File: config.mk
export PLATFORM = sky130hd
export DESIGN_NAME = cluster_peripherals
export DESIGN_NICKNAME = d
export VERILOG_FILES = /design/src/logic/cluster_periph_pkg.sv /design/src/logic/cluster_control_unit.sv /design/src/logic/cluster_peripherals.sv /design/src/logic/cluster_timer.sv /design/src/logic/event_unit.sv /design/src/logic/periph_bus_demux.sv
export VERILOG_INCLUDE_DIRS = /design/src /design/src/logic
export SDC_FILE = /design/constraint.sdc
export NUM_CORES = 1
export LEC_CHECK = 0
export BUFFER_PORTS_ARGS = -buffer_cell sky130_fd_sc_hd__buf_2
export CAP_MARGIN = 20
export CORE_ASPECT_RATIO = 1.1
export CORE_MARGIN = 2
export CORE_UTILIZATION = 25
export CTS_BUF_LIST = sky130_fd_sc_hd__clkbuf_8
export CTS_CLUSTER_SIZE = 24
export DETAILED_ROUTE_END_ITERATION = 7
export PLACE_DENSITY = 0.44
export REMOVE_ABC_BUFFERS = 1
export SLEW_MARGIN = 20
export SYNTH_ARGS = -nofsm -noshare
export SYNTH_HDL_FRONTEND = slang
export SYNTH_SLANG_ARGS = --single-unit
File: constraint.sdc
create_clock -name clk_i -period 9.6 [get_ports clk_i]
set_input_delay 0.48 -clock clk_i [delete_from_list [all_inputs] [get_ports clk_i]]
set_output_delay 0.48 -clock clk_i [all_outputs]
set_load 0.02 [all_outputs]
File: src/logic/cluster_periph_settings.svh
`ifndef CLUSTER_PERIPH_SETTINGS_SVH
`define CLUSTER_PERIPH_SETTINGS_SVH

// Cluster size and bus id width (one-hot over cores plus one master)
`define NB_CORES        4
`define PER_ID_WIDTH    5

// Boot addresses loaded at reset
`define BOOT_ADDR       32'h1C00_0000
`define ROM_BOOT_ADDR   32'h1A00_0000

// Address map
`define PERIPH_SLOT_MSB 11
`define PERIPH_SLOT_LSB 10
`define ERR_RDATA       32'hDEAD_B33F
`define EU_CORE_STRIDE  16

// Event lines seen by every core
`define NB_EVT          3
`define EVT_TIMER_BIT   0
`define EVT_DMA_BIT     1
`define EVT_SOC_BIT     2
`define SOC_EVT_WIDTH   8

`endif

File: src/logic/cluster_periph_pkg.sv
`default_nettype none

package cluster_periph_pkg;

  // Peripheral slot, taken from address bits 11:10
  typedef enum logic [1:0] {
    SLOT_CTRL  = 2'd0,
    SLOT_TIMER = 2'd1,
    SLOT_EU    = 2'd2,
    SLOT_NONE  = 2'd3
  } periph_slot_e;

  // Control unit offsets, boot addresses follow at 4 byte steps
  typedef enum logic [7:0] {
    CTRL_EOC       = 8'h00,
    CTRL_FETCH_EN  = 8'h08,
    CTRL_BOOT_BASE = 8'h40
  } ctrl_reg_e;

  typedef enum logic [3:0] {
    TIMER_CFG   = 4'h0,
    TIMER_COUNT = 4'h4,
    TIMER_CMP   = 4'h8
  } timer_reg_e;

  // Per-core group offsets plus one global register
  typedef enum logic [7:0] {
    EU_MASK     = 8'h00,
    EU_BUFFER   = 8'h04,
    EU_CLEAR    = 8'h08,
    EU_SLEEP    = 8'h0C,
    EU_SOC_DATA = 8'h80
  } eu_reg_e;

  typedef enum logic {
    CORE_RUN   = 1'b0,
    CORE_SLEEP = 1'b1
  } core_state_e;

  // Byte-enable merge of a write into a 32-bit register
  function automatic logic [31:0] be_merge(input logic [31:0] old_val,
                                           input logic [31:0] new_val,
                                           input logic [3:0]  be);
    logic [31:0] res;
    res = old_val;
    for (int b = 0; b < 4; b++) begin
      if (be[b]) begin
        res[8*b +: 8] = new_val[8*b +: 8];
      end
    end
    return res;
  endfunction

endpackage

`default_nettype wire

File: src/logic/cluster_control_unit.sv
`default_nettype none
`include "cluster_periph_settings.svh"

module cluster_control_unit
  import cluster_periph_pkg::*;
(
  input  wire logic                  clk_i,
  input  wire logic                  rst_n_i,
  input  wire logic                  req_i,
  input  wire logic [31:0]           add_i,
  input  wire logic                  wen_i,
  input  wire logic [31:0]           wdata_i,
  input  wire logic [3:0]            be_i,
  input  wire logic                  en_sa_boot_i,
  input  wire logic                  fetch_en_i,
  output logic [31:0]                rdata_o,
  output logic                       eoc_o,
  output logic [`NB_CORES-1:0]       fetch_enable_o,
  output logic [`NB_CORES-1:0][31:0] boot_addr_o
);

  localparam int CORE_BITS = $clog2(`NB_CORES);

  logic [7:0]                 offs;
  logic                       wr;
  logic                       rd;
  logic                       boot_hit;
  logic [CORE_BITS-1:0]       core_idx;
  logic                       eoc_q;
  logic [`NB_CORES-1:0]       fetch_q;
  logic [`NB_CORES-1:0][31:0] boot_q;
  logic [31:0]                rd_val;
  logic [31:0]                rdata_q;

  assign offs     = add_i[7:0];
  assign wr       = req_i && !wen_i;
  assign rd       = req_i && wen_i;
  assign boot_hit = (offs >= CTRL_BOOT_BASE) && (offs < CTRL_BOOT_BASE + 4 * `NB_CORES);
  assign core_idx = add_i[2 +: CORE_BITS];

  always_ff @(posedge clk_i) begin
    if (!rst_n_i) begin
      eoc_q   <= 1'b0;
      fetch_q <= '0;
      // Stand-alone boot starts from ROM
      for (int c = 0; c < `NB_CORES; c++) begin
        boot_q[c] <= en_sa_boot_i ? `ROM_BOOT_ADDR : `BOOT_ADDR;
      end
    end else if (wr) begin
      if (boot_hit) begin
        boot_q[core_idx] <= be_merge(boot_q[core_idx], wdata_i, be_i);
      end else if (offs == CTRL_EOC && be_i[0]) begin
        eoc_q <= wdata_i[0];
      end else if (offs == CTRL_FETCH_EN && be_i[0]) begin
        fetch_q <= wdata_i[`NB_CORES-1:0];
      end
    end
  end

  always_comb begin
    rd_val = 32'h0;
    if (boot_hit) begin
      rd_val = boot_q[core_idx];
    end else if (offs == CTRL_EOC) begin
      rd_val = 32'(eoc_q);
    end else if (offs == CTRL_FETCH_EN) begin
      rd_val = 32'(fetch_q);
    end
  end

  // Writes answer with zero
  always_ff @(posedge clk_i) begin
    rdata_q <= rd ? rd_val : 32'h0;
  end

  assign rdata_o        = rdata_q;
  assign eoc_o          = eoc_q;
  assign boot_addr_o    = boot_q;
  assign fetch_enable_o = fetch_q & {`NB_CORES{fetch_en_i}};

endmodule

`default_nettype wire

File: src/logic/cluster_peripherals.sv
`default_nettype none
`include "cluster_periph_settings.svh"

module cluster_peripherals (
  input  wire logic                      clk_i,
  input  wire logic                      rst_n_i,
  input  wire logic                      req_i,
  input  wire logic [31:0]               add_i,
  input  wire logic                      wen_i,
  input  wire logic [31:0]               wdata_i,
  input  wire logic [3:0]                be_i,
  input  wire logic [`PER_ID_WIDTH-1:0]  id_i,
  output logic                           gnt_o,
  output logic                           r_valid_o,
  output logic [31:0]                    r_rdata_o,
  output logic [`PER_ID_WIDTH-1:0]       r_id_o,
  input  wire logic                      en_sa_boot_i,
  input  wire logic                      fetch_en_i,
  input  wire logic [`NB_CORES-1:0]      dma_evt_i,
  input  wire logic                      soc_evt_valid_i,
  input  wire logic [`SOC_EVT_WIDTH-1:0] soc_evt_data_i,
  output logic                           soc_evt_ready_o,
  output logic                           eoc_o,
  output logic [`NB_CORES-1:0]           fetch_enable_o,
  output logic [`NB_CORES-1:0][31:0]     boot_addr_o,
  output logic [`NB_CORES-1:0]           core_clk_en_o,
  output logic                           busy_o
);

  logic        ctrl_req;
  logic        timer_req;
  logic        eu_req;
  logic [31:0] per_add;
  logic        per_wen;
  logic [31:0] per_wdata;
  logic [3:0]  per_be;
  logic [31:0] ctrl_rdata;
  logic [31:0] timer_rdata;
  logic [31:0] eu_rdata;
  logic        timer_evt;

  //************************************************************
  //******************** Bus demux *****************************
  //************************************************************
  periph_bus_demux i_periph_bus_demux (
    .clk_i, .rst_n_i, .req_i, .add_i, .wen_i, .wdata_i, .be_i, .id_i,
    .gnt_o, .r_valid_o, .r_rdata_o, .r_id_o,
    .ctrl_req_o    ( ctrl_req    ),
    .timer_req_o   ( timer_req   ),
    .eu_req_o      ( eu_req      ),
    .add_o         ( per_add     ),
    .wen_o         ( per_wen     ),
    .wdata_o       ( per_wdata   ),
    .be_o          ( per_be      ),
    .ctrl_rdata_i  ( ctrl_rdata  ),
    .timer_rdata_i ( timer_rdata ),
    .eu_rdata_i    ( eu_rdata    )
  );

  //************************************************************
  //******************** Peripherals ***************************
  //************************************************************
  cluster_control_unit i_cluster_control_unit (
    .clk_i, .rst_n_i,
    .req_i   ( ctrl_req  ),
    .add_i   ( per_add   ),
    .wen_i   ( per_wen   ),
    .wdata_i ( per_wdata ),
    .be_i    ( per_be    ),
    .en_sa_boot_i, .fetch_en_i,
    .rdata_o ( ctrl_rdata ),
    .eoc_o, .fetch_enable_o, .boot_addr_o
  );

  cluster_timer i_cluster_timer (
    .clk_i, .rst_n_i,
    .req_i   ( timer_req   ),
    .add_i   ( per_add     ),
    .wen_i   ( per_wen     ),
    .wdata_i ( per_wdata   ),
    .be_i    ( per_be      ),
    .rdata_o ( timer_rdata ),
    .evt_o   ( timer_evt   ),
    .busy_o
  );

  event_unit i_event_unit (
    .clk_i, .rst_n_i,
    .req_i       ( eu_req    ),
    .add_i       ( per_add   ),
    .wen_i       ( per_wen   ),
    .wdata_i     ( per_wdata ),
    .be_i        ( per_be    ),
    .timer_evt_i ( timer_evt ),
    .dma_evt_i, .soc_evt_valid_i, .soc_evt_data_i, .soc_evt_ready_o,
    .rdata_o     ( eu_rdata  ),
    .core_clk_en_o
  );

endmodule

`default_nettype wire

File: src/logic/cluster_timer.sv
`default_nettype none

module cluster_timer
  import cluster_periph_pkg::*;
(
  input  wire logic        clk_i,
  input  wire logic        rst_n_i,
  input  wire logic        req_i,
  input  wire logic [31:0] add_i,
  input  wire logic        wen_i,
  input  wire logic [31:0] wdata_i,
  input  wire logic [3:0]  be_i,
  output logic [31:0]      rdata_o,
  output logic             evt_o,
  output logic             busy_o
);

  timer_reg_e  reg_sel;
  logic        wr;
  logic        rd;
  logic        tick;
  logic        en_q;
  logic [3:0]  presc_q;
  logic [3:0]  presc_cnt_q;
  logic [31:0] count_q;
  logic [31:0] cmp_q;
  logic        evt_q;
  logic [31:0] rd_val;
  logic [31:0] rdata_q;

  assign reg_sel = timer_reg_e'(add_i[3:0]);
  assign wr      = req_i && !wen_i;
  assign rd      = req_i && wen_i;

  // One increment every presc+1 cycles
  assign tick = en_q && (presc_cnt_q == presc_q);

  always_ff @(posedge clk_i) begin
    if (!rst_n_i) begin
      en_q        <= 1'b0;
      presc_q     <= 4'd0;
      presc_cnt_q <= 4'd0;
      count_q     <= 32'd0;
      cmp_q       <= 32'd0;
      evt_q       <= 1'b0;
    end else begin
      evt_q <= 1'b0;
      if (tick) begin
        presc_cnt_q <= 4'd0;
        // Wrap on match and flag the event
        if (count_q == cmp_q) begin
          count_q <= 32'd0;
          evt_q   <= 1'b1;
        end else begin
          count_q <= count_q + 32'd1;
        end
      end else if (en_q) begin
        presc_cnt_q <= presc_cnt_q + 4'd1;
      end

      if (wr) begin
        case (reg_sel)
          TIMER_CFG: begin
            if (be_i[0]) begin
              en_q    <= wdata_i[0];
              presc_q <= wdata_i[7:4];
            end
            presc_cnt_q <= 4'd0;
          end
          TIMER_COUNT: count_q <= be_merge(count_q, wdata_i, be_i);
          TIMER_CMP:   cmp_q   <= be_merge(cmp_q, wdata_i, be_i);
          default: ;
        endcase
      end
    end
  end

  always_comb begin
    case (reg_sel)
      TIMER_CFG:   rd_val = {24'h0, presc_q, 3'b000, en_q};
      TIMER_COUNT: rd_val = count_q;
      TIMER_CMP:   rd_val = cmp_q;
      default:     rd_val = 32'h0;
    endcase
  end

  always_ff @(posedge clk_i) begin
    rdata_q <= rd ? rd_val : 32'h0;
  end

  assign rdata_o = rdata_q;
  assign evt_o   = evt_q;
  assign busy_o  = en_q;

endmodule

`default_nettype wire

File: src/logic/event_unit.sv
`default_nettype none
`include "cluster_periph_settings.svh"

module event_unit
  import cluster_periph_pkg::*;
(
  input  wire logic                      clk_i,
  input  wire logic                      rst_n_i,
  input  wire logic                      req_i,
  input  wire logic [31:0]               add_i,
  input  wire logic                      wen_i,
  input  wire logic [31:0]               wdata_i,
  input  wire logic [3:0]                be_i,
  input  wire logic                      timer_evt_i,
  input  wire logic [`NB_CORES-1:0]      dma_evt_i,
  input  wire logic                      soc_evt_valid_i,
  input  wire logic [`SOC_EVT_WIDTH-1:0] soc_evt_data_i,
  output logic                           soc_evt_ready_o,
  output logic [31:0]                    rdata_o,
  output logic [`NB_CORES-1:0]           core_clk_en_o
);

  localparam int CORE_BITS   = $clog2(`NB_CORES);
  localparam int STRIDE_BITS = $clog2(`EU_CORE_STRIDE);

  logic                               wr;
  logic                               rd;
  logic                               core_hit;
  logic [CORE_BITS-1:0]               core_idx;
  eu_reg_e                            reg_sel;
  logic                               soc_fire;
  logic                               soc_ready_q;
  logic [`SOC_EVT_WIDTH-1:0]          soc_data_q;
  logic [`NB_CORES-1:0][`NB_EVT-1:0]  evt_in;
  logic [`NB_CORES-1:0][`NB_EVT-1:0]  mask_q;
  logic [`NB_CORES-1:0][`NB_EVT-1:0]  buf_q;
  core_state_e                        state_q [`NB_CORES];
  logic [`NB_CORES-1:0]               wr_core;
  logic [`NB_CORES-1:0]               wake;
  logic [31:0]                        rd_val;
  logic [31:0]                        rdata_q;

  assign wr       = req_i && !wen_i;
  assign rd       = req_i && wen_i;
  assign core_hit = add_i[7:0] < `NB_CORES * `EU_CORE_STRIDE;
  assign core_idx = add_i[STRIDE_BITS +: CORE_BITS];
  assign reg_sel  = eu_reg_e'(8'(add_i[STRIDE_BITS-1:0]));

  assign soc_fire        = soc_evt_valid_i && soc_ready_q;
  assign soc_evt_ready_o = soc_ready_q;

  for (genvar c = 0; c < `NB_CORES; c++) begin : g_core
    assign evt_in[c][`EVT_TIMER_BIT] = timer_evt_i;
    assign evt_in[c][`EVT_DMA_BIT]   = dma_evt_i[c];
    assign evt_in[c][`EVT_SOC_BIT]   = soc_fire;
    // All per-core fields live in the low byte
    assign wr_core[c]       = wr && be_i[0] && core_hit && (core_idx == c);
    assign wake[c]          = |(buf_q[c] & mask_q[c]);
    assign core_clk_en_o[c] = (state_q[c] == CORE_RUN);
  end

  //************************************************************
  //***************** Buffers, masks and sleep *****************
  //************************************************************
  always_ff @(posedge clk_i) begin
    if (!rst_n_i) begin
      mask_q      <= '0;
      buf_q       <= '0;
      soc_ready_q <= 1'b1;
      for (int c = 0; c < `NB_CORES; c++) begin
        state_q[c] <= CORE_RUN;
      end
    end else begin
      // Drop ready for one cycle after each accepted SoC event
      soc_ready_q <= !soc_fire;
      for (int c = 0; c < `NB_CORES; c++) begin
        if (wr_core[c] && reg_sel == EU_MASK) begin
          mask_q[c] <= wdata_i[`NB_EVT-1:0];
        end
        // New events win over a clear in the same cycle
        if (wr_core[c] && reg_sel == EU_CLEAR) begin
          buf_q[c] <= (buf_q[c] & ~wdata_i[`NB_EVT-1:0]) | evt_in[c];
        end else begin
          buf_q[c] <= buf_q[c] | evt_in[c];
        end
        case (state_q[c])
          CORE_RUN: begin
            if (wr_core[c] && reg_sel == EU_SLEEP && !wake[c]) begin
              state_q[c] <= CORE_SLEEP;
            end
          end
          CORE_SLEEP: begin
            if (wake[c]) begin
              state_q[c] <= CORE_RUN;
            end
          end
          default: state_q[c] <= CORE_RUN;
        endcase
      end
    end
  end

  always_ff @(posedge clk_i) begin
    if (soc_fire) begin
      soc_data_q <= soc_evt_data_i;
    end
  end

  always_comb begin
    rd_val = 32'h0;
    if (add_i[7:0] == EU_SOC_DATA) begin
      rd_val = 32'(soc_data_q);
    end else if (core_hit) begin
      case (reg_sel)
        EU_MASK:   rd_val = 32'(mask_q[core_idx]);
        EU_BUFFER: rd_val = 32'(buf_q[core_idx]);
        EU_SLEEP:  rd_val = 32'(state_q[core_idx] == CORE_SLEEP);
        default: ;
      endcase
    end
  end

  always_ff @(posedge clk_i) begin
    rdata_q <= rd ? rd_val : 32'h0;
  end

  assign rdata_o = rdata_q;

endmodule

`default_nettype wire

File: src/logic/periph_bus_demux.sv
`default_nettype none
`include "cluster_periph_settings.svh"

module periph_bus_demux
  import cluster_periph_pkg::*;
(
  input  wire logic                     clk_i,
  input  wire logic                     rst_n_i,
  input  wire logic                     req_i,
  input  wire logic [31:0]              add_i,
  input  wire logic                     wen_i,
  input  wire logic [31:0]              wdata_i,
  input  wire logic [3:0]               be_i,
  input  wire logic [`PER_ID_WIDTH-1:0] id_i,
  output logic                          gnt_o,
  output logic                          r_valid_o,
  output logic [31:0]                   r_rdata_o,
  output logic [`PER_ID_WIDTH-1:0]      r_id_o,
  output logic                          ctrl_req_o,
  output logic                          timer_req_o,
  output logic                          eu_req_o,
  output logic [31:0]                   add_o,
  output logic                          wen_o,
  output logic [31:0]                   wdata_o,
  output logic [3:0]                    be_o,
  input  wire logic [31:0]              ctrl_rdata_i,
  input  wire logic [31:0]              timer_rdata_i,
  input  wire logic [31:0]              eu_rdata_i
);

  periph_slot_e             slot;
  periph_slot_e             slot_q;
  logic [`PER_ID_WIDTH-1:0] id_q;
  logic                     valid_q;

  assign slot  = periph_slot_e'(add_i[`PERIPH_SLOT_MSB:`PERIPH_SLOT_LSB]);

  // Every slot accepts in the same cycle
  assign gnt_o = req_i;

  assign ctrl_req_o  = req_i && (slot == SLOT_CTRL);
  assign timer_req_o = req_i && (slot == SLOT_TIMER);
  assign eu_req_o    = req_i && (slot == SLOT_EU);

  // Shared address and write data bundle
  assign add_o   = add_i;
  assign wen_o   = wen_i;
  assign wdata_o = wdata_i;
  assign be_o    = be_i;

  always_ff @(posedge clk_i) begin
    if (!rst_n_i) begin
      valid_q <= 1'b0;
    end else begin
      valid_q <= req_i;
    end
  end

  // Remember where the response has to come from
  always_ff @(posedge clk_i) begin
    if (req_i) begin
      slot_q <= slot;
      id_q   <= id_i;
    end
  end

  assign r_valid_o = valid_q;
  assign r_id_o    = id_q;

  always_comb begin
    case (slot_q)
      SLOT_CTRL:  r_rdata_o = ctrl_rdata_i;
      SLOT_TIMER: r_rdata_o = timer_rdata_i;
      SLOT_EU:    r_rdata_o = eu_rdata_i;
      default:    r_rdata_o = `ERR_RDATA;
    endcase
  end

endmodule

`default_nettype wire

==> impl_metrics.yaml <==
placed_design:
  dp.cells: 2548
  gp_congestion: 0.826
  dp_hpwl_um: 37200
  io_buffers: 247
synth:
  avgSynthCellArea_um2: 10.3
  ys.warnings.count: 0
  synthFlopType: "dfxtp_1"
  synth_top_cell_area_share_pct: 26.6
  synth_area_um2: 16300
  ys_ff_latch: 324
  synth_area_leader_cell: "edfxtp_1"
  yosysUniqueCellTypes: 63
  yosysSeqAreaShare_pct: 48.8
  synthArstFlopShare_pct: 0
  syn-instance-count: 1571
  synth_edf_count: 144
  synth.area.top_cells: "edfxtp_1 (27%), dfxtp_1 (22%), o211a_1 (6.9%)"
final_layout:
  drive_gt1_share_pct: 22.9
  stdcell_count: 2685
  final.fill_count: 6798
  seq_area_um2: 7930
  nNetsFinal: 1872
  syn_to_final_growth_pct: 20.2
  multi_input_area_um2: 7730
  utilization_pct: 30.2
cts:
  clk_path_buf_depth: 3
  clk_pin_slew_worst_paths_ps: 60
  numCtsBuffers: 61
  post_cts_buffers: 0
  clk_latency_ps: 660
  ctsHoldBuffers: 17
  root_buffer: "clkbuf_8"
  tritoncts: "done"
  ctsResizeCount: 0
  cts.sinks: 324
  htree_levels: 2
timing:
  finalCriticalPeriod_ps: 3330
  rsz0062_at_grt: "no"
  fmax_mhz: 300
  period_share_pct: 34.7
  finalHoldViolCount: 0
  maxSlewViolCount: 0
  finalSetupViolCount: 0
  slew_headroom_pct: 34.1
  hold_ws_ps: 74.9
  max_slew.worst_pin.slew_ps: 980
  timing.setup.tns_ps: 0
  clock_skew_ps: 15.7
global_route:
  grt_pass1_wl_um: 83100
  grt_pass1_vias: 12900
  antenna_found_initial: 3
  track_usage_pct: 16.3
  overflow: 0
  grt_max_degree: 87
drt:
  routed_wl_um: 55800
  dr.pass1.iters: 5
  vias: 13000
  wire_per_inst_um: 20.8
  via_per_inst: 4.85
  drc_errors: 0
  ant_nets: 0
  first_iter_violations: 872
critical_path:
  cp_max_fo: 18
  worstPathRequired_ps: 9120
  endpoint_kind: "output pin"
  crit_type: "reg -> out"
  crit_path_start_kind: "flip-flop"
  cp.arrival_ps: 2850
power:
  p_total_mw: 3.27
  ir_worst_vdd_mv: 0.0848
  p_per_area_nw_per_um2: 167
  leakagePower_nw: 8.20
die:
  die_y_um: 271
  fp.coreArea_um2: 64600
  die_x_um: 247
  dieArea_um2: 67100
  std_cell_rows: 98
  initial_utilization_pct: 25.2
  ios: 270
run_status:
  status: "completed"
worst_hold_path:
  holdCritPathClass: "in -> reg"
job:
  cap_violations: 0
==> synthesized netlist by cell type, types with 10 or more instances <==
master and number:
a21oi_1 22, o22ai_1 12, o211ai_1 12, and2_1 48, a21boi_0 56, nor3_1 10
inv_1 12, buf_2 43, xnor2_1 53, and3_1 26, dfxtp_1 180, nor4_1 14
nand4_1 22, clkbuf_1 84, edfxtp_1 144, nor2b_1 17, mux4_2 39, nand3_1 69
o21ai_0 37, a22oi_1 34, nand2_1 260, nor2_1 71, mux2i_1 75, o211a_1 112
==> path summary, 6_finish.rpt <==
| kind | end | slack [ps] | cells past startpoint | from |
|---|---|---|---|---|
| max | r_rdata_o[5] | 6270 | 4 | i_periph_bus_demux.slot_q[0]$_DFFE_PP_ |
| max reg2reg | i_cluster_timer.count_q[31]$_SDFFE_PN0P_ | 6560 | 6 | i_cluster_timer.count_q[6]$_SDFFE_PN0P_ |
| min reg2reg | i_event_unit.rdata_o[6]$_SDFF_PN0_ | 440 | 1 | i_event_unit.soc_data_q[6]$_DFFE_PP_ |
| min | i_periph_bus_demux.slot_q[1]$_DFFE_PP_ | 70 | 1 | add_i[11] |
==> metrics by stage <==
stage	setup WS, ps	instance area (µm²)
after floorplan	4960	15700
after global placement	5730	18200
after detailed placement	5670	18200
after CTS	6140	19500
after global routing	6070	19500
final	6270	19500
==> sequential cells by signal, summed over array words and instances (netlist names), 5 cells and up <==
signal and count:
i_cluster_timer.count_q 32, i_cluster_timer.rdata_o 32, i_event_unit.soc_data_q 8, i_cluster_timer.cmp_q 32, i_event_unit.rdata_o 8, i_event_unit.mask_q 12, i_cluster_control_unit.boot_addr_o 128, i_event_unit.buf_q 12
i_periph_bus_demux.r_id_o 5, i_cluster_control_unit.rdata_o 32
==> critical path: stages, from the launching register on <==
cell and delay, ps:
edfxtp_1 940, buf_4 430, nand2b_1 400, o22a_1 230
buf_2 170
==> routing by layer <==
metal | track usage, % | vias to the layer above | wire length (µm)
li1 | - | 6166 | -
met1 | 22.0 | 6400 | 25200
met2 | 25.9 | 356 | 26000
met3 | 3.05 | 102 | 2830
met4 | 5.69 | 2 | 1650
met5 | 0 | - | 11
==> layout make-up <==
class,count,area share (%)
diodes,4,0.0512
clock buffers,69,4.86
clock inverters,47,1.23
inverters,12,0.243
multi-input cells,1094,39.5
flip-flops and latches,324,40.6
well taps,850,5.44
repair buffers,285,8.07
==> cell usage in the layout, fill, tap and decap left out, types with 21 or more instances in the layout <==
| master | synthesis | routed |
|---|---|---|
| o21ai_0 | 37 | 37 |
| a21oi_1 | 22 | 22 |
| xnor2_1 | 53 | 53 |
| dfxtp_1 | 180 | 180 |
| and3_1 | 26 | 26 |
| nand4_1 | 22 | 22 |
| o211a_1 | 112 | 112 |
| buf_4 | 3 | 21 |
| edfxtp_1 | 144 | 144 |
| nand2_1 | 260 | 260 |
| inv_1 | 12 | 48 |
| nor2_1 | 71 | 66 |
| buf_2 | 43 | 245 |
| clkbuf_8 | 0 | 69 |
| a21boi_0 | 56 | 56 |
| mux4_2 | 39 | 39 |
| a22oi_1 | 34 | 34 |
| and2_1 | 48 | 48 |
| mux2i_1 | 75 | 75 |
| nand3_1 | 69 | 69 |
==> logic make-up (layout without fill, tap and decap cells) <==
kind of cell	count (synthesis)	after routing	share of synthesized area, %
AO/OA/AOI/OAI	328	328	15.9
adder cells (fa/ha/maj)	2	2	0.154
other	0	4	0
flip-flops	324	324	48.8
AND/OR/NAND/NOR	578	578	17.2
buffers and inverters	153	413	3.99
XOR/XNOR	63	63	3.44
multiplexers	123	123	10.6
==> power by group <==
part	total [mW]	internal, mW	switching, mW
Clock	1.34	0.706	0.630
Sequential	1.54	1.50	0.0397
Combinational	0.395	0.141	0.255
(Power assumes the default switching activity.)
